**src/hdl/icache_pkg.sv**
```systemverilog
/*
 * Shared geometry, field types and FSM encoding for the instruction cache.
 * Word addressed: a fetch address carries no byte offset.
 * Lines are four 32-bit words, two ways of 256 sets.
 */
package icache_pkg;

    localparam int NUM_WAYS = 2;
    localparam int NUM_SETS = 256;

    typedef logic [29:0] addr_t;       // word address
    typedef logic [1:0]  word_sel_t;   // word within a line
    typedef logic [7:0]  index_t;      // set index, addr[9:2]
    typedef logic [19:0] tag_t;        // addr[29:10]
    typedef logic [27:0] line_addr_t;  // tag and index
    typedef logic [1:0]  thread_t;
    typedef logic [31:0] word_t;
    typedef word_t [3:0] line_t;       // word 0 in the low bits

    typedef struct packed {
        logic    valid;
        thread_t thread;
        tag_t    tag;
    } tag_entry_t;

    typedef enum logic [2:0] {
        ic_idle,
        ic_lookup,
        ic_wait_grant,
        ic_wait_fill,
        ic_fill
    } ic_state_t;

    function automatic tag_t addr_tag(addr_t a);
        return a[29:10];
    endfunction

    function automatic index_t addr_index(addr_t a);
        return a[9:2];
    endfunction

    function automatic word_sel_t addr_word(addr_t a);
        return a[1:0];
    endfunction

endpackage
```
**src/hdl/l2_bus_if.sv**
```systemverilog
/*
 * One refill channel between an L1 cache and the L2 arbiter.
 * req is held until the one-cycle gnt, then a single rsp_valid strobe follows.
 */
`timescale 1ns/1ps

interface l2_bus_if import icache_pkg::*; ();

    logic       req;        // miss pending
    line_addr_t req_line;
    logic       gnt;        // one-cycle strobe
    logic       rsp_valid;  // one-cycle strobe with the line
    line_t      rsp_line;

    modport cache (
        output req,
        output req_line,
        input  gnt,
        input  rsp_valid,
        input  rsp_line
    );

    modport arbiter (
        input  req,
        input  req_line,
        output gnt,
        output rsp_valid,
        output rsp_line
    );

endinterface

```
**src/hdl/icache_ctrl.sv**
```systemverilog
/*
 * Fetch FSM of one L1 instruction cache. One fetch in flight, no back-pressure:
 * fetch_req must stay low while fetch_busy is high.
 * A hit needs valid, tag match and the stored thread id equal to the fetch thread.
 * Hit returns 2 cycles after the request, a miss refills through the L2 bus.
 */
`timescale 1ns/1ps

module icache_ctrl import icache_pkg::*; (
    input  logic                      clk,
    input  logic                      arst_n,
    input  logic                      fetch_req,
    input  addr_t                     fetch_addr,
    input  thread_t                   fetch_thread,
    output logic                      fetch_rdy,
    output word_t                     fetch_data,
    output logic                      fetch_hit,
    output logic                      fetch_busy,
    output index_t                    rd_index,
    output logic                      rd_en,
    input  tag_entry_t [NUM_WAYS-1:0] tag_rd,
    input  logic                      lru_rd,
    input  line_t [NUM_WAYS-1:0]      data_rd,
    output logic                      fill_en,
    output logic                      fill_way,
    output index_t                    fill_index,
    output tag_t                      fill_tag,
    output thread_t                   fill_thread,
    output line_t                     fill_data,
    output logic                      touch_en,
    output logic                      touch_way,
    l2_bus_if.cache                   l2
);

    ic_state_t           state;
    addr_t               req_addr;     // latched fetch address
    thread_t             req_thread;
    logic                victim_way;
    line_t               refill_line;
    logic [NUM_WAYS-1:0] way_hit;
    logic                hit_any;
    logic                hit_way;
    logic                pick_way;

    // array read starts on the request edge
    assign rd_en    = (state == ic_idle) && fetch_req;
    assign rd_index = addr_index(fetch_addr);

    //////////////////////////////////////////////////////////////////////
    // hit detection and victim choice
    //////////////////////////////////////////////////////////////////////
    always_comb begin
        for (int w = 0; w < NUM_WAYS; w++) begin
            way_hit[w] = tag_rd[w].valid
                      && (tag_rd[w].tag == addr_tag(req_addr))
                      && (tag_rd[w].thread == req_thread);
        end
    end

    assign hit_any = |way_hit;
    assign hit_way = way_hit[1];

    // invalid way first, then the lru way
    assign pick_way = !tag_rd[0].valid ? 1'b0 :
                      !tag_rd[1].valid ? 1'b1 : lru_rd;

    assign touch_en  = (state == ic_lookup) && hit_any;
    assign touch_way = hit_way;

    assign fill_en     = (state == ic_fill);
    assign fill_way    = victim_way;
    assign fill_index  = addr_index(req_addr);   // also the touch set
    assign fill_tag    = addr_tag(req_addr);
    assign fill_thread = req_thread;
    assign fill_data   = refill_line;

    assign l2.req      = (state == ic_wait_grant);
    assign l2.req_line = req_addr[29:2];

    assign fetch_busy = (state != ic_idle) || fetch_rdy;

    //////////////////////////////////////////////////////////////////////
    // state machine
    //////////////////////////////////////////////////////////////////////
    always_ff @(posedge clk or negedge arst_n) begin
        if (!arst_n) begin
            state      <= ic_idle;
            fetch_rdy  <= 1'b0;
            fetch_hit  <= 1'b0;
            victim_way <= 1'b0;
        end else begin
            fetch_rdy <= 1'b0;
            case (state)
                ic_idle: begin
                    if (fetch_req) state <= ic_lookup;
                end
                ic_lookup: begin
                    if (hit_any) begin
                        fetch_rdy <= 1'b1;
                        fetch_hit <= 1'b1;
                        state     <= ic_idle;
                    end else begin
                        victim_way <= pick_way;
                        state      <= ic_wait_grant;
                    end
                end
                ic_wait_grant: begin
                    if (l2.gnt) state <= ic_wait_fill;
                end
                ic_wait_fill: begin
                    if (l2.rsp_valid) state <= ic_fill;
                end
                ic_fill: begin                 // line written, word returned
                    fetch_rdy <= 1'b1;
                    fetch_hit <= 1'b0;
                    state     <= ic_idle;
                end
                default: state <= ic_idle;
            endcase
        end
    end

    always_ff @(posedge clk) begin
        if (rd_en) begin
            req_addr   <= fetch_addr;
            req_thread <= fetch_thread;
        end
        if (state == ic_wait_fill && l2.rsp_valid) begin
            refill_line <= l2.rsp_line;
        end
        if (state == ic_lookup && hit_any) begin
            fetch_data <= data_rd[hit_way][addr_word(req_addr)];
        end else if (state == ic_fill) begin
            fetch_data <= refill_line[addr_word(req_addr)];
        end
    end

    a_no_req_busy: assert property (@(posedge clk) disable iff (!arst_n)
        fetch_req |-> !fetch_busy);

    // a line is never present in both ways
    a_single_hit: assert property (@(posedge clk) disable iff (!arst_n)
        (state == ic_lookup) |-> !(&way_hit));

endmodule

```
**src/flat_wrapper.sv**
```systemverilog
// flat-port wrapper written by rule: the top's interface ports become plain ports
module icache_ctrl_flat import icache_pkg::*;
  (clk, arst_n, fetch_req, fetch_addr, fetch_thread, fetch_rdy, fetch_data, fetch_hit, fetch_busy, rd_index, rd_en, tag_rd, lru_rd, data_rd, fill_en, fill_way, fill_index, fill_tag, fill_thread, fill_data, touch_en, touch_way, l2_req, l2_req_line, l2_gnt, l2_rsp_valid, l2_rsp_line);
  l2_bus_if l2_i ();
  input  logic clk;
  input  logic arst_n;
  input  logic fetch_req;
  input  addr_t fetch_addr;
  input  thread_t fetch_thread;
  output logic fetch_rdy;
  output word_t fetch_data;
  output logic fetch_hit;
  output logic fetch_busy;
  output index_t rd_index;
  output logic rd_en;
  input  tag_entry_t [NUM_WAYS-1:0] tag_rd;
  input  logic lru_rd;
  input  line_t [NUM_WAYS-1:0] data_rd;
  output logic fill_en;
  output logic fill_way;
  output index_t fill_index;
  output tag_t fill_tag;
  output thread_t fill_thread;
  output line_t fill_data;
  output logic touch_en;
  output logic touch_way;
  output wire logic [$bits(l2_i.req)-1:0] l2_req;
  output wire logic [$bits(l2_i.req_line)-1:0] l2_req_line;
  input wire logic [$bits(l2_i.gnt)-1:0] l2_gnt;
  input wire logic [$bits(l2_i.rsp_valid)-1:0] l2_rsp_valid;
  input wire logic [$bits(l2_i.rsp_line)-1:0] l2_rsp_line;
  assign l2_req = l2_i.req;
  assign l2_req_line = l2_i.req_line;
  assign l2_i.gnt = l2_gnt;
  assign l2_i.rsp_valid = l2_rsp_valid;
  assign l2_i.rsp_line = l2_rsp_line;
  icache_ctrl u_core (.clk(clk), .arst_n(arst_n), .fetch_req(fetch_req), .fetch_addr(fetch_addr), .fetch_thread(fetch_thread), .fetch_rdy(fetch_rdy), .fetch_data(fetch_data), .fetch_hit(fetch_hit), .fetch_busy(fetch_busy), .rd_index(rd_index), .rd_en(rd_en), .tag_rd(tag_rd), .lru_rd(lru_rd), .data_rd(data_rd), .fill_en(fill_en), .fill_way(fill_way), .fill_index(fill_index), .fill_tag(fill_tag), .fill_thread(fill_thread), .fill_data(fill_data), .touch_en(touch_en), .touch_way(touch_way), .l2(l2_i));
endmodule
```
**config.mk**
```make
export PLATFORM = sky130hd
export DESIGN_NAME = icache_ctrl_flat
export DESIGN_NICKNAME = d
export VERILOG_FILES = /design/src/hdl/icache_pkg.sv /design/src/hdl/l2_bus_if.sv /design/src/hdl/icache_ctrl.sv /design/src/flat_wrapper.sv
export SDC_FILE = /design/constraint.sdc
export NUM_CORES = 1
export LEC_CHECK = 0
export ABC_AREA = 1
export ABC_CLOCK_PERIOD_IN_PS = 11300
export BUFFER_PORTS_ARGS = -buffer_cell sky130_fd_sc_hd__buf_2
export CORE_AREA = 4 4 268 270
export DETAILED_ROUTE_END_ITERATION = 8
export DIE_AREA = 0 0 272 274
export PLACE_DENSITY = 0.43
export SLEW_MARGIN = 20
export SYNTH_ARGS = -nofsm -noshare
export SYNTH_HDL_FRONTEND = slang
export SYNTH_SLANG_ARGS = --single-unit
```
**constraint.sdc**
```tcl
create_clock -name clk -period 11.3 [get_ports clk]
set_input_delay 1.695 -clock clk [delete_from_list [all_inputs] [get_ports clk]]
set_output_delay 1.695 -clock clk [all_outputs]
set_load 0.02 [all_outputs]
```
==> results.sh <==
export IMPL_yosys_warnings=0
export IMPL_post_cts_resized=0
export IMPL_synth_top_cell_by_area="edfxtp_1"
export IMPL_hold_violations=0
export IMPL_clk_pin_slew_ns=0.09
export IMPL_drtIter0Drc=1292
export IMPL_max_slew_margin_pct=22.1
export IMPL_start_util_pct=18.4
export IMPL_synthFlopType="edfxtp_1"
export IMPL_cpMostUsedCell="nand2_1"
export IMPL_synth_area_um2=12800
export IMPL_drv_cap=0
export IMPL_power_switching_mw=1.38
export IMPL_powerDensity_nw_per_um2=177
export IMPL_yosysTopAreaCellShare_pct=45.1
export IMPL_finalSetupViolations=0
export IMPL_rsz0062_at_grt="no"
export IMPL_clock_latency_ns=0.50
export IMPL_antenna_found_initial=21
export IMPL_crit_path_top_delay_cell="nand3_2"
export IMPL_dr_pass1_iters=8
export IMPL_clockRootBuffer="clkbuf_16"
export IMPL_core_area_um2=69500
export IMPL_cp_start_kind="primary input"
export IMPL_yosysSeqAreaShare_pct=46.3
export IMPL_switching_share_pct=44.7
export IMPL_dieHeight_um=274
export IMPL_syn_avg_cell_area_um2=7.57
export IMPL_synth_common_cells="nand2_1 (351), inv_1 (317), nand3_1 (235)"
export IMPL_route_detailed_drc=0
export IMPL_clock_sinks=198
export IMPL_die_area_um2=74500
export IMPL_hp_class="flop to flop"
export IMPL_wirelength_um=70700
export IMPL_grt_pass1_vias=13800
export IMPL_synth_async_reset_ratio_pct=3.03
export IMPL_drt_vias_per_instance=4.39
export IMPL_io_pins=703
export IMPL_grt_util_all_layers_pct=17.9
export IMPL_hold_end="u_core.fetch_hit"
export IMPL_nets=2731
export IMPL_antenna_left=0
export IMPL_p_leak_nw=8.89
export IMPL_hp_start="u_core.fetch_hit"
export IMPL_worst_clock_skew_ns=0.0195
export IMPL_total_power_mw=3.09
export IMPL_yosysUniqueCellTypes=31
export IMPL_slowest_delay_ns=0.65
export IMPL_post_cts_buffers=0
export IMPL_whs_path_depth=2
export IMPL_crit_arrival_ns=3.97
export IMPL_synth_cells=1688
export IMPL_dp_hpwl_um=56000
export IMPL_rrSetupSlack_ns=7.76
export IMPL_grt_max_degree=98
export IMPL_postCtsHoldBufs=0
export IMPL_fin_tns_setup_ns=0
export IMPL_path_max_fanout=34
export IMPL_numCtsBuffers=17
export IMPL_wire_per_inst_um=21.9
export IMPL_cts_tree="built"
export IMPL_grt_ovfl_total=0
export IMPL_path_cells="buf_2 -> nand2_1 -> nand2_1 -> nor2_1 -> nand2_1 -> nor2_2 -> buf_4 -> nand3_2 -> a21oi_1 -> buf_2"
export IMPL_vias=14200
export IMPL_status="finished, final reports clean"
export IMPL_intPower_mw=1.71
export IMPL_rows=97
export IMPL_n_fill_cell=7863
export IMPL_end_kind="primary output"
export IMPL_tightest_slew_ns=1.17
export IMPL_synthTopCellsByArea="edfxtp_1 (45%), nand2_1 (10%), inv_1 (9.3%)"
export IMPL_timing_fmax_mhz=177
export IMPL_drv_slew=0
export IMPL_drive_above_1_share_pct=34.3
export IMPL_ctsLongestPathBuffers=2
export IMPL_die_w_um=272
export IMPL_power_frac_clock_pct=22.8
export IMPL_reg2regPathDepth=9
export IMPL_rr_endpoint="u_core.fetch_data[9]"
export IMPL_final_period_utilization_pct=50.1
export IMPL_area_growth_syn_to_layout_pct=36.5
export IMPL_syn_num_nets=2156
export IMPL_synth_seq_cells=198
export IMPL_worstPathRequired_ns=9.61
export IMPL_seqPwrFrac_pct=38.4
export IMPL_htreeDepth=4
export IMPL_worstSetupPathType="primary input to primary output"
export IMPL_post_synth_top_count_cell="nand2_1"
export IMPL_synth_edff_count=192
export IMPL_period_needed_ns=5.66
export IMPL_gp_congestion=0.923
export IMPL_r2r_start="u_core.req_addr[14]"
export IMPL_ir_worst_vdd_mv=0.143
export IMPL_comb_power_share_pct=38.8
export IMPL_portBuffers=702
export IMPL_grt_pass1_wl_um=97800
-- routing by layer --
layer  track usage, %  wire length [um]  part of all wire [%]  vias to the layer above
met4             5.36              1500                   2.1                        8
met5                0                68                 0.096                        -
met3             3.73              4860                   6.9                       78
li1                 -                 -                     -                     6658
met2             29.1             33000                    47                      691
met1             24.0             31300                    44                     6733
-- worst max path at each step --
| stage | startpoint | endpoint | slack [ns] | depth (start not counted) |
|---|---|---|---|---|
| after floorplan | fetch_req | u_core.fill_data[0] | 0.06 | 2 |
| after global placement | tag_rd[38] | touch_en | 5.77 | 10 |
| after detailed placement | tag_rd[38] | touch_en | 5.66 | 10 |
| after CTS | tag_rd[38] | touch_en | 5.65 | 10 |
| after global routing | tag_rd[38] | touch_en | 5.44 | 10 |
| final | tag_rd[38] | touch_en | 5.64 | 10 |
-- power by group through the flow --
stage	clock, mW	sequential, mW	combinational [mW]
5_1_grt	0.753	1.21	1.30
6_report	0.706	1.19	1.20
4_1_cts	0.731	1.19	1.22
3_3_place_gp	0	1.21	1.23
2_1_floorplan	0	1.39	0.529
3_5_place_dp	0	1.20	1.22
-- through the flow --
| step | area [um2] | instances | utilization (%) | setup slack (ns) | hold slack, ns |
|---|---|---|---|---|---|
| global route | 17400 | 3227 | 25.1 | 5.44 | 0.561 |
| floorplan | 12800 | 1688 | - | 0.0629 | 0.499 |
| detailed placement | 16700 | 3181 | 24.0 | 5.66 | 0.487 |
| finish | 17400 | 3228 | 25.1 | 5.64 | 0.504 |
| CTS | 17300 | 3213 | 24.9 | 5.65 | 0.511 |
| global placement | 16700 | 3181 | 24.0 | 5.77 | 0.469 |
-- worst max-delay path, delay by kind of cell --
family | cells | cell delay (ns)
AND/OR/NAND/NOR | 6 | 1.28
AO/OA/AOI/OAI | 1 | 0.33
buffers and inverters | 3 | 0.65
-- cells by family after synthesis --
| kind of cell | synth area share, % |
|---|---|
| AOI/OAI and AO/OA | 4.70 |
| DFF | 46.3 |
| buffers and inverters | 16.8 |
| and+or+nand+nor | 31.7 |
| xor gates and xnor gates | 0.480 |
-- cell type report --
class | instances | area, um2 | share of cell area, %
tap | 940 | 1180 | 6.74
multi-input combinational | 998 | 4740 | 27.1
timing repair buffer | 719 | 3700 | 21.2
antenna | 12 | 30.0 | 0.172
sequential | 198 | 5920 | 33.9
clock buffer | 17 | 425 | 2.44
clock inverter | 15 | 226 | 1.30
inverter | 329 | 1240 | 7.09
-- placed cells by master (no fill, tap or decap), types with 3 or more instances in the layout --
master | synthesis | routed
inv_1 | 317 | 316
nand4_1 | 143 | 143
clkinv_8 | 0 | 3
clkbuf_16 | 0 | 17
diode_2 | 0 | 12
nor2_2 | 2 | 3
nor3_1 | 10 | 8
nor2_1 | 125 | 123
nand3_1 | 235 | 235
or2_2 | 3 | 3
buf_2 | 30 | 702
o22ai_1 | 33 | 33
inv_12 | 0 | 6
edfxtp_1 | 192 | 192
inv_2 | 11 | 12
dfrtp_1 | 6 | 6
o21ai_0 | 72 | 72
buf_4 | 67 | 13
nor2_4 | 3 | 4
xnor2_1 | 7 | 7
nand3b_1 | 3 | 3
nand2_1 | 351 | 349
-- flip-flops by register name, indices dropped and copies added (netlist names) --
name,count
u_core.fill_data,128
u_core.req_addr,30
u_core.fill_way,1
u_core.fetch_rdy,1
u_core.fill_thread,2
u_core.fetch_data,32
u_core.state,3
u_core.fetch_hit,1
(Power assumes the default switching activity.)
