**config.mk**
```make
export PLATFORM = sky130hd
export DESIGN_NAME = l2_arbiter_flat
export DESIGN_NICKNAME = d
export VERILOG_FILES = /design/src/hdl/icache_pkg.sv /design/src/hdl/l2_bus_if.sv /design/src/hdl/l2_arbiter.sv /design/src/flat_wrapper.sv
export SDC_FILE = /design/constraint.sdc
export NUM_CORES = 1
export LEC_CHECK = 0
export BUFFER_PORTS_ARGS = -buffer_cell sky130_fd_sc_hd__buf_2
export CORE_AREA = 2 2 187 189
export DETAILED_ROUTE_END_ITERATION = 16
export DIE_AREA = 0 0 189 191
export GPL_ROUTABILITY_DRIVEN = 0
export PLACE_DENSITY = 0.34
export SETUP_SLACK_MARGIN = 0.15
export SKIP_LAST_GASP = 1
export SLEW_MARGIN = 20
export SYNTH_ARGS = -nofsm -noshare
export SYNTH_HDL_FRONTEND = slang
export SYNTH_SLANG_ARGS = --single-unit
```
**constraint.sdc**
```tcl
create_clock -name clk -period 2.4 [get_ports clk]
set_input_delay 0.12 -clock clk [delete_from_list [all_inputs] [get_ports clk]]
set_output_delay 0.12 -clock clk [all_outputs]
set_load 0.01 [all_outputs]
```
**src/hdl/icache_pkg.sv**
```systemverilog
/*
 * Shared geometry, field types and FSM encoding for the instruction cache.
 * Word addressed: a fetch address carries no byte offset.
 * Lines are four 32-bit words, two ways of 256 sets.
 */
package icache_pkg;

    localparam int NUM_WAYS = 2;
    localparam int NUM_SETS = 256;

    typedef logic [29:0] addr_t;       // word address
    typedef logic [1:0]  word_sel_t;   // word within a line
    typedef logic [7:0]  index_t;      // set index, addr[9:2]
    typedef logic [19:0] tag_t;        // addr[29:10]
    typedef logic [27:0] line_addr_t;  // tag and index
    typedef logic [1:0]  thread_t;
    typedef logic [31:0] word_t;
    typedef word_t [3:0] line_t;       // word 0 in the low bits

    typedef struct packed {
        logic    valid;
        thread_t thread;
        tag_t    tag;
    } tag_entry_t;

    typedef enum logic [2:0] {
        ic_idle,
        ic_lookup,
        ic_wait_grant,
        ic_wait_fill,
        ic_fill
    } ic_state_t;

    function automatic tag_t addr_tag(addr_t a);
        return a[29:10];
    endfunction

    function automatic index_t addr_index(addr_t a);
        return a[9:2];
    endfunction

    function automatic word_sel_t addr_word(addr_t a);
        return a[1:0];
    endfunction

endpackage
```
**src/hdl/l2_bus_if.sv**
```systemverilog
/*
 * One refill channel between an L1 cache and the L2 arbiter.
 * req is held until the one-cycle gnt, then a single rsp_valid strobe follows.
 */
`timescale 1ns/1ps

interface l2_bus_if import icache_pkg::*; ();

    logic       req;        // miss pending
    line_addr_t req_line;
    logic       gnt;        // one-cycle strobe
    logic       rsp_valid;  // one-cycle strobe with the line
    line_t      rsp_line;

    modport cache (
        output req,
        output req_line,
        input  gnt,
        input  rsp_valid,
        input  rsp_line
    );

    modport arbiter (
        input  req,
        input  req_line,
        output gnt,
        output rsp_valid,
        output rsp_line
    );

endinterface

```
**src/hdl/l2_arbiter.sv**
```systemverilog
/*
 * Round-robin arbiter of the shared L2 refill bus for two caches.
 * Grants only while no read is outstanding, so one refill is in flight.
 */
`timescale 1ns/1ps

module l2_arbiter import icache_pkg::*; (
    input  logic       clk,
    input  logic       arst_n,
    l2_bus_if.arbiter  port0,
    l2_bus_if.arbiter  port1,
    output logic       rd_en,
    output line_addr_t rd_line,
    input  logic       rd_valid,
    input  line_t      rd_data
);

    logic busy;   // read outstanding
    logic owner;  // port of the outstanding read
    logic prio;   // port favoured on a tie
    logic pick;

    // port 1 wins when alone or when both ask and it holds priority
    assign pick    = port1.req && (!port0.req || prio);
    assign rd_en   = !busy && (port0.req || port1.req);
    assign rd_line = pick ? port1.req_line : port0.req_line;

    assign port0.gnt = rd_en && !pick;
    assign port1.gnt = rd_en && pick;

    assign port0.rsp_valid = rd_valid && !owner;
    assign port1.rsp_valid = rd_valid && owner;
    assign port0.rsp_line  = rd_data;
    assign port1.rsp_line  = rd_data;

    always_ff @(posedge clk or negedge arst_n) begin
        if (!arst_n) begin
            busy  <= 1'b0;
            owner <= 1'b0;
            prio  <= 1'b0;
        end else if (rd_en) begin
            busy  <= 1'b1;
            owner <= pick;
            prio  <= ~pick;        // other port next
        end else if (rd_valid) begin
            busy <= 1'b0;
        end
    end

    // a granted cache drops req, so one grant gives one read
    a_req_drop0: assert property (@(posedge clk) disable iff (!arst_n)
        port0.gnt |=> !port0.req);

    a_req_drop1: assert property (@(posedge clk) disable iff (!arst_n)
        port1.gnt |=> !port1.req);

    a_rsp_owned: assert property (@(posedge clk) disable iff (!arst_n)
        rd_valid |-> busy);

endmodule

```
**src/flat_wrapper.sv**
```systemverilog
// flat-port wrapper written by rule: the top's interface ports become plain ports
module l2_arbiter_flat import icache_pkg::*;
  (clk, arst_n, rd_en, rd_line, rd_valid, rd_data, port0_req, port0_req_line, port0_gnt, port0_rsp_valid, port0_rsp_line, port1_req, port1_req_line, port1_gnt, port1_rsp_valid, port1_rsp_line);
  l2_bus_if port0_i ();
  l2_bus_if port1_i ();
  input  logic clk;
  input  logic arst_n;
  output logic rd_en;
  output line_addr_t rd_line;
  input  logic rd_valid;
  input  line_t rd_data;
  input wire logic [$bits(port0_i.req)-1:0] port0_req;
  input wire logic [$bits(port0_i.req_line)-1:0] port0_req_line;
  output wire logic [$bits(port0_i.gnt)-1:0] port0_gnt;
  output wire logic [$bits(port0_i.rsp_valid)-1:0] port0_rsp_valid;
  output wire logic [$bits(port0_i.rsp_line)-1:0] port0_rsp_line;
  input wire logic [$bits(port1_i.req)-1:0] port1_req;
  input wire logic [$bits(port1_i.req_line)-1:0] port1_req_line;
  output wire logic [$bits(port1_i.gnt)-1:0] port1_gnt;
  output wire logic [$bits(port1_i.rsp_valid)-1:0] port1_rsp_valid;
  output wire logic [$bits(port1_i.rsp_line)-1:0] port1_rsp_line;
  assign port0_i.req = port0_req;
  assign port0_i.req_line = port0_req_line;
  assign port0_gnt = port0_i.gnt;
  assign port0_rsp_valid = port0_i.rsp_valid;
  assign port0_rsp_line = port0_i.rsp_line;
  assign port1_i.req = port1_req;
  assign port1_i.req_line = port1_req_line;
  assign port1_gnt = port1_i.gnt;
  assign port1_rsp_valid = port1_i.rsp_valid;
  assign port1_rsp_line = port1_i.rsp_line;
  l2_arbiter u_core (.clk(clk), .arst_n(arst_n), .port0(port0_i), .port1(port1_i), .rd_en(rd_en), .rd_line(rd_line), .rd_valid(rd_valid), .rd_data(rd_data));
endmodule
```
==> results.json, run 1 <==
{
  "status": "finished, final reports clean",
  "worst_hold_path_type": "input pin to flop",
  "path_class": "flop to output pin",
  "netlist_instances": 305,
  "crit_path_max_fanout": 27,
  "die_area_mm2": 0.0361,
  "p_per_area_mw_per_mm2": 389,
  "post_drt_wl_per_cell_um": 11.4,
  "relSlewSlack": 0.859,
  "h-tree-depth": 1,
  "antenna_found_initial": 0,
  "grt-ovfl-total": 0,
  "fp.coreArea_mm2": 0.0341,
  "drc": 0,
  "drt_wl_total_um": 6830,
  "required_ns": 2.28,
  "drv_slew": 0,
  "tns_ns": 0,
  "synth_cell_types": 15,
  "cp_slowest_cell": "dfrtp_1",
  "start_util": 0.0711,
  "p_clk_frac": 0.417,
  "synthToLayoutAreaGrowth_pct": -33.2,
  "seq_power_share": 0.124,
  "drt_iter0_drc": 43,
  "cts_buffers": 3,
  "dpl_cell_area_mm2": 0.00153,
  "final_common_cell": "buf_2",
  "die_y_um": 191,
  "grt_usage": 0.0337,
  "period_share": 0.745,
  "multi_input_area_um2": 394,
  "synth_area_mm2": 0.00242,
  "end_kind": "output pin",
  "vdd_ir_drop_max_uv": 259,
  "switching_share": 0.305,
  "first_pass_iters": 3,
  "tightest_slew_ns": 0.212,
  "mostFrequentLayoutCells": "buf_2, mux2_2",
  "rsz0062_at_grt": "false",
  "switching_power_w": 0.000192,
  "p_leak_nw": 0.607,
  "synth_seq_cells": 3,
  "nets": 335,
  "clk_pin_slew_worst_paths_ns": 0.03,
  "first_global_vias": 1088,
  "synth_top_area_frac": 0.793,
  "io_buffers": 93,
  "finalSetupViolCount": 0,
  "comb_power_share": 0.460,
  "antenna_left": 0,
  "p_int_w": 0.000438,
  "cts_buffer_depth": 2,
  "cts_tree": "built",
  "clockRootBuffer": "clkbuf_16",
  "fillers": 4041,
  "synth_area_leaders": "buf_4, mux2_2, dfrtp_1",
  "syn_area_per_cell_um2": 7.95,
  "io_pins": 478,
  "drive_gt1_frac": 0.855,
  "insertion_delay_ns": 0.22,
  "dp.final_hpwl_um": 5870,
  "synth_nets": 494,
  "insertedDiodeCount": 0,
  "grt_max_degree": 28,
  "max_cap_violations": 0,
  "finalHoldViolCount": 0,
  "fmax_ghz": 0.559,
  "critPathArrivalTime_ns": 1.67,
  "start_kind": "flop",
  "avgViaCountPerCell": 1.72,
  "clkSinkCount": 3,
  "skew_ns": 0.00100,
  "vias": 1032,
  "fin_crit_ns": 1.79,
  "grt_pass1_wl_um": 7980,
  "yosysWarnings": 0,
  "final_area_mm2": 0.00162,
  "slowest_delay_ns": 0.41,
  "seq_area_um2": 75.1,
  "worstPathCellList": "o21ai_4 -> buf_12 -> mux2_1 -> buf_2",
  "synth_largest_area_cell": "buf_4",
  "die_width_um": 189,
  "num_rows": 68,
  "seq_area_frac_synth": 0.0310
}
-- synthesized netlist by cell type --
library cell and instances:
nor2b_1 1, nor3_1 1, or2b_1 1, buf_4 256
nor2_1 1, inv_1 2, buf_6 3, mux2_2 26
dfrtp_1 3, mux2_1 2, a21oi_1 3, nand2_1 1
o21ai_2 1, o21ai_0 3, and2_1 1
-- power by group through the flow --
| stage | Sequential, W | Combinational [W] | Clock, W |
|---|---|---|---|
| after floorplan | 0.0000736 | 0.000600 | 0 |
| after global placement | 0.0000781 | 0.000295 | 0 |
| after detailed placement | 0.0000781 | 0.000295 | 0 |
| after CTS | 0.0000780 | 0.000301 | 0.000270 |
| after global routing | 0.0000823 | 0.000317 | 0.000276 |
| final | 0.0000780 | 0.000290 | 0.000263 |
-- what timing repair did --
| item | 4_1_cts | 5_1_grt |
|---|---|---|
| hold buffers | 1 | 0 |
| setup buffers | 0 | 0 |
| gates resized for setup | 0 | 0 |
| hold endpoints to repair | 3 | 0 |
-- through the flow --
step | worst slack [ns] | power [W] | instances | util | hold WS (ns)
after floorplan | 1.18 | 0.000674 | 305 | - | -0.176
after global placement | 0.830 | 0.000373 | 595 | 0.0449 | -0.0701
after detailed placement | 0.833 | 0.000373 | 595 | 0.0449 | -0.0703
after CTS | 0.570 | 0.000650 | 600 | 0.0475 | 0.102
after global routing | 0.553 | 0.000676 | 600 | 0.0475 | 0.131
final | 0.612 | 0.000631 | 600 | 0.0475 | 0.104
-- cell type report --
class | instances | area share
Inverter | 2 | 0.00463
Multi-Input combinational cell | 41 | 0.243
Timing Repair Buffer | 95 | 0.306
Clock buffer | 4 | 0.0486
Sequential cell | 3 | 0.0463
Tap cell | 455 | 0.351
-- critical path: cells and delay by family (launching register included) --
family	cells	cell delay (ns)
multiplexers	1	0.39
flip-flops	1	0.41
buffers and inverters	2	0.39
AO/OA/AOI/OAI	1	0.21
-- worst paths after layout --
path	start	to	slack (ns)	depth (start not counted)
worst max-delay path	u_core.prio	rd_line[24]	0.61	4
worst min-delay path	rd_valid	u_core.busy	0.10	2
worst max register to register	u_core.prio	u_core.owner	1.32	3
worst min register to register	u_core.owner	u_core.owner	0.51	2
max in group asynchronous	arst_n	u_core.busy	2.05	2
min in group asynchronous	arst_n	u_core.prio	0.23	2
-- metal layers --
layer  global-route usage  part of all wire  vias up
met3               0.0307              0.23       86
met4               0.0457              0.12        0
met5                    0                 0        -
li1                     -                 -      371
met1               0.0128              0.15      357
met2               0.0606              0.51      218
-- sequential cells by signal, indices dropped and copies added (netlist names) --
name,cells
u_core.owner,1
u_core.prio,1
u_core.busy,1
-- cell families after synthesis --
kind of cell	synth area share
AND/OR/NAND/NOR	0.0134
multiplexers	0.130
buffers and inverters	0.810
AO/OA/AOI/OAI	0.0160
flip-flops	0.0310
No activity file was read; power rests on OpenSTA's default activity.
==> run 2: changes to the inputs <==
- CORE_AREA: 2 2 187 189 -> 2 2 185 187
- DIE_AREA: 0 0 189 191 -> 0 0 187 189
- PLACE_DENSITY: 0.34 -> 0.36
- clock period: 2.4 -> 1.55 ns (I/O delays scaled with it)
==> run 2 against run 1 <==
Largest cell class unchanged. Via count grew 5.5%. Utilization up 0.36 points. The flow now finishes with violations (negative setup slack). Largest power group unchanged. Clock power grew 59%. Setup slack got worse by 0.65 ns.
==> results.json, run 2 (synthesis gave the netlist of run 1 again) <==
{
  "insertedDiodeCount": 0,
  "first_pass_iters": 2,
  "layout.cells.non_filler": 596,
  "hold-path-cell-count": 2,
  "dp_worst_setup_slack_ns": 0.177,
  "fillers": 3967,
  "start_kind": "flop",
  "vdd_ir_drop_max_uv": 634,
  "hold_ws_ns": 0.0738,
  "die_y_um": 189,
  "path_class": "flop to output pin",
  "final_common_cell": "buf_2",
  "cp_slowest_cell": "dfrtp_1",
  "slowest_delay_ns": 0.40,
  "vias": 1089,
  "h-tree-depth": 1,
  "placed_cells": 589,
  "relSlewSlack": 0.892,
  "synthToLayoutAreaGrowth_pct": -29.9,
  "seq_area_um2": 76.3,
  "grt_usage": 0.0321,
  "nets": 338,
  "clk_pin_slew_worst_paths_ns": 0.03,
  "dpl_cell_area_mm2": 0.00153,
  "p_per_area_mw_per_mm2": 621,
  "fmax_ghz": 0.631,
  "p_leak_nw": 0.662,
  "post_drt_wl_per_cell_um": 10.3,
  "die_width_um": 187,
  "drt_wl_total_um": 6170,
  "die_area_mm2": 0.0353,
  "crit_family": "flip-flops",
  "finalSetupViolCount": 22,
  "drv_slew": 0,
  "cts_buffers": 3,
  "crit_buf_inv": 2,
  "io_pins": 478,
  "reg2reg_depth": 4,
  "cts_tree": "built",
  "mostFrequentLayoutCells": "buf_2, mux2_2, buf_6",
  "antenna_found_initial": 0,
  "clockRootBuffer": "clkbuf_16",
  "antenna_left": 0,
  "worst_hold_path_type": "input pin to flop",
  "finalHoldViolCount": 0,
  "critPathArrivalTime_ns": 1.51,
  "period_share": 1.02,
  "io_buffers": 93,
  "worstPathCellList": "o21ai_4 -> buf_12 -> mux2_2 -> buf_2",
  "dp.final_hpwl_um": 5390,
  "tightest_slew_ns": 0.160,
  "status": "finished, violations left",
  "multi_input_area_um2": 417,
  "drc": 0,
  "fp.coreArea_mm2": 0.0333,
  "grt-ovfl-total": 0,
  "drive_gt1_frac": 0.865,
  "grt_max_degree": 24,
  "violations": "negative setup slack",
  "end_kind": "output pin",
  "first_global_vias": 1131,
  "final_area_mm2": 0.00170,
  "cts_buffer_depth": 2,
  "avgViaCountPerCell": 1.83,
  "grt_pass1_wl_um": 7910,
  "insertion_delay_ns": 0.23,
  "clkSinkCount": 3,
  "max_cap_violations": 0,
  "tns_ns": -0.527,
  "required_ns": 1.47,
  "fin_crit_ns": 1.58,
  "fin_ws_ns": -0.0336,
  "start_util": 0.0729,
  "cp.depth": 4,
  "skew_ns": 0.00152,
  "reg_top3": "u_core.busy (1), u_core.owner (1), u_core.prio (1)",
  "crit_path_max_fanout": 23,
  "num_rows": 67,
  "rsz0062_at_grt": "true",
  "drt_iter0_drc": 10
}
## run 2: changes by cell type in the layout (fill, tap and decap cells not counted), moves of 2 or more
| cell | previous run | this run |
|---|---|---|
| buf_6 | 0 | 7 |
| buf_2 | 93 | 87 |
| mux2_2 | 26 | 20 |
| mux2_4 | 0 | 6 |
| buf_4 | 0 | 2 |
## run 2: area by class of cell
cell class                 instances  share of cell area
multi-input combinational         41               0.245
clock buffer                       4              0.0464
inverter                           2             0.00442
timing repair buffer              98               0.329
tap                              448               0.330
sequential                         3              0.0449
## run 2: worst paths after layout
check                        startpoint            to  slack, ns
setup reg to reg            u_core.prio  u_core.owner       0.50
max in group asynchronous        arst_n   u_core.busy       1.18
hold / removal                 rd_valid   u_core.busy       0.07
hold reg to reg            u_core.owner  u_core.owner       0.51
min in group asynchronous        arst_n   u_core.prio       0.24
setup / recovery            u_core.prio   rd_line[18]      -0.03
## run 2: worst register-to-register path, stage by stage (launching register included)
cell,delay (ns)
dfrtp_1,0.40
o21ai_4,0.18
buf_6,0.18
buf_4,0.12
o21ai_0,0.06
## run 2: per-stage QoR
stage	utilization	power, W
finish	0.0511	0.00105
global route	0.0511	0.00112
CTS	0.0510	0.00107
detailed placement	0.0460	0.000582
global placement	0.0460	0.000582
floorplan	-	0.00104
## run 2: repair_timing
action	CTS	global route
gates resized for setup	13	1
endpoints found under the setup margin	28	29
hold endpoints to repair	3	0
hold buffers	1	0
setup buffers	2	0
## run 2: layer usage
| layer | GRT usage | routed length (um) | vias up |
|---|---|---|---|
| li1 | - | - | 376 |
| met1 | 0.0164 | 1210 | 404 |
| met2 | 0.0535 | 2810 | 215 |
| met3 | 0.0248 | 1320 | 94 |
| met4 | 0.0479 | 832 | 0 |
| met5 | 0 | 0 | - |
## run 2: power by group
part	leakage, nW	internal, W	total (W)	switching, W
Sequential	0.0342	0.0000989	0.000119	0.0000199
Combinational	0.590	0.000295	0.000518	0.000223
Clock	0.0382	0.000340	0.000418	0.0000782
Total	0.662	0.000734	0.00105	0.000321
==> run 3: changes to the inputs <==
- SETUP_SLACK_MARGIN: 0.15 -> default
==> run 3 against run 2 <==
The run still ends with negative setup slack left. Fmax down 0.59%. Total power down 3.1%. Flip-flop and latch count unchanged. Wire length down 0.50%. Critical endpoint unchanged. Largest cell class unchanged.
==> results.json, run 3 (synthesis gave the netlist of run 1 again) <==
{
  "drt_iter0_drc": 10,
  "drt_wl_total_um": 6140,
  "vdd_ir_drop_max_uv": 632,
  "io_pins": 478,
  "cts_buffers": 3,
  "path_class": "flop to output pin",
  "die_area_mm2": 0.0353,
  "clk_pin_slew_worst_paths_ns": 0.03,
  "fmax_ghz": 0.628,
  "finalSetupViolCount": 22,
  "vias": 1075,
  "crit_family": "flip-flops",
  "fin_ws_ns": -0.0430,
  "p_clk_frac": 0.409,
  "rsz0062_at_grt": "true",
  "tns_ns": -0.734,
  "fillers": 3970,
  "h-tree-depth": 1,
  "tightest_slew_ns": 0.211,
  "slowest_delay_ns": 0.40,
  "grt_max_degree": 24,
  "insertedDiodeCount": 0,
  "drc": 0,
  "p_per_area_mw_per_mm2": 619,
  "grt_pass1_wl_um": 7750,
  "first_global_vias": 1098,
  "layout.cells.non_filler": 595,
  "switching_power_w": 0.000314,
  "drive_gt1_frac": 0.857,
  "status": "finished, violations left",
  "start_util": 0.0729,
  "max_cap_violations": 0,
  "skew_ns": 0.00152,
  "finalHoldViolCount": 0,
  "crit_path_max_fanout": 23,
  "nets": 337,
  "grt_usage": 0.0315,
  "start_kind": "flop",
  "die_y_um": 189,
  "cp_slowest_cell": "dfrtp_1",
  "antenna_left": 0,
  "period_share": 1.03,
  "grt-ovfl-total": 0,
  "mostFrequentLayoutCells": "buf_2, mux2_2, mux2_4",
  "first_pass_iters": 4,
  "clkSinkCount": 3,
  "cts_tree": "built",
  "p_int_w": 0.000708,
  "synthToLayoutAreaGrowth_pct": -31.8,
  "post_drt_wl_per_cell_um": 10.3,
  "relSlewSlack": 0.859,
  "final_common_cell": "buf_2",
  "clockRootBuffer": "clkbuf_16",
  "p_leak_nw": 0.646,
  "avgViaCountPerCell": 1.81,
  "seq_power_share": 0.117,
  "cts_buffer_depth": 2,
  "crit_buf_inv": 2,
  "placed_cells": 589,
  "io_buffers": 93,
  "required_ns": 1.47,
  "fp.coreArea_mm2": 0.0333,
  "fin_crit_ns": 1.59,
  "end_kind": "output pin",
  "drv_slew": 0,
  "reg_top3": "u_core.busy (1), u_core.owner (1), u_core.prio (1)",
  "violations": "negative setup slack",
  "die_width_um": 187,
  "insertion_delay_ns": 0.23,
  "critPathArrivalTime_ns": 1.52,
  "dp.final_hpwl_um": 5390,
  "switching_share": 0.307,
  "worst_hold_path_type": "input pin to flop",
  "comb_power_share": 0.474,
  "worstPathCellList": "o21ai_4 -> buf_12 -> mux2_2 -> buf_2",
  "antenna_found_initial": 0,
  "num_rows": 67
}
[run 3: cell types whose count changed in the layout (fill, tap and decap cells not counted), sizes merged]
| cell | delta |
|---|---|
| buf | -1 |
[run 3: layout make-up]
class / count / area (um^2) / share of cell area
clock buffers: 4 / 78.8 / 0.0477
inverters: 2 / 7.51 / 0.00454
multi-input cells: 41 / 417 / 0.252
flip-flops and latches: 3 / 75.1 / 0.0454
well taps: 448 / 561 / 0.339
repair buffers: 97 / 514 / 0.311
[run 3: power by group through the flow]
stage	combinational (W)	sequential, W	clock [W]
after floorplan	0.000929	0.000114	0
after global placement	0.000461	0.000121	0
after detailed placement	0.000460	0.000122	0
after CTS	0.000465	0.000120	0.000422
after global routing	0.000528	0.000122	0.000432
final	0.000485	0.000120	0.000418
[run 3: final timing paths]
path                                     end          from  cells after the start  slack (ns)
min in group asynchronous        u_core.prio        arst_n                      2        0.25
worst min register to register  u_core.owner  u_core.owner                      2        0.51
worst max register to register  u_core.owner   u_core.busy                      3        0.57
max in group asynchronous        u_core.busy        arst_n                      2        1.19
worst min-delay path             u_core.busy      rd_valid                      2        0.08
worst max-delay path             rd_line[18]   u_core.prio                      4       -0.04
[run 3: layer usage]
| metal | track usage | wire length, um | part of all wire | up-vias |
|---|---|---|---|---|
| met5 | 0 | 0 | 0 | - |
| li1 | - | - | - | 374 |
| met2 | 0.0520 | 2760 | 0.45 | 216 |
| met3 | 0.0250 | 1330 | 0.22 | 94 |
| met4 | 0.0479 | 833 | 0.14 | 0 |
| met1 | 0.0160 | 1210 | 0.20 | 391 |
[run 3: stage by stage]
stage / power, W / hold WS [ns] / area (um^2) / utilization / worst slack (ns)
after global placement: 0.000582 / -0.119 / 1530 / 0.0460 / 0.192
final: 0.00102 / 0.0775 / 1650 / 0.0497 / -0.0430
after floorplan: 0.00104 / -0.218 / 2420 / - / 0.369
after global routing: 0.00108 / 0.0764 / 1650 / 0.0497 / -0.107
after CTS: 0.00101 / 0.0775 / 1620 / 0.0486 / -0.0582
after detailed placement: 0.000582 / -0.116 / 1530 / 0.0460 / 0.177
[run 3: what timing repair did]
item / 4_1_cts / 5_1_grt
setup endpoints to repair: 26 / 28
resized for setup: 0 / 7
setup buffers: 0 / 1
hold buffers: 1 / 0
hold endpoints to repair: 3 / 0
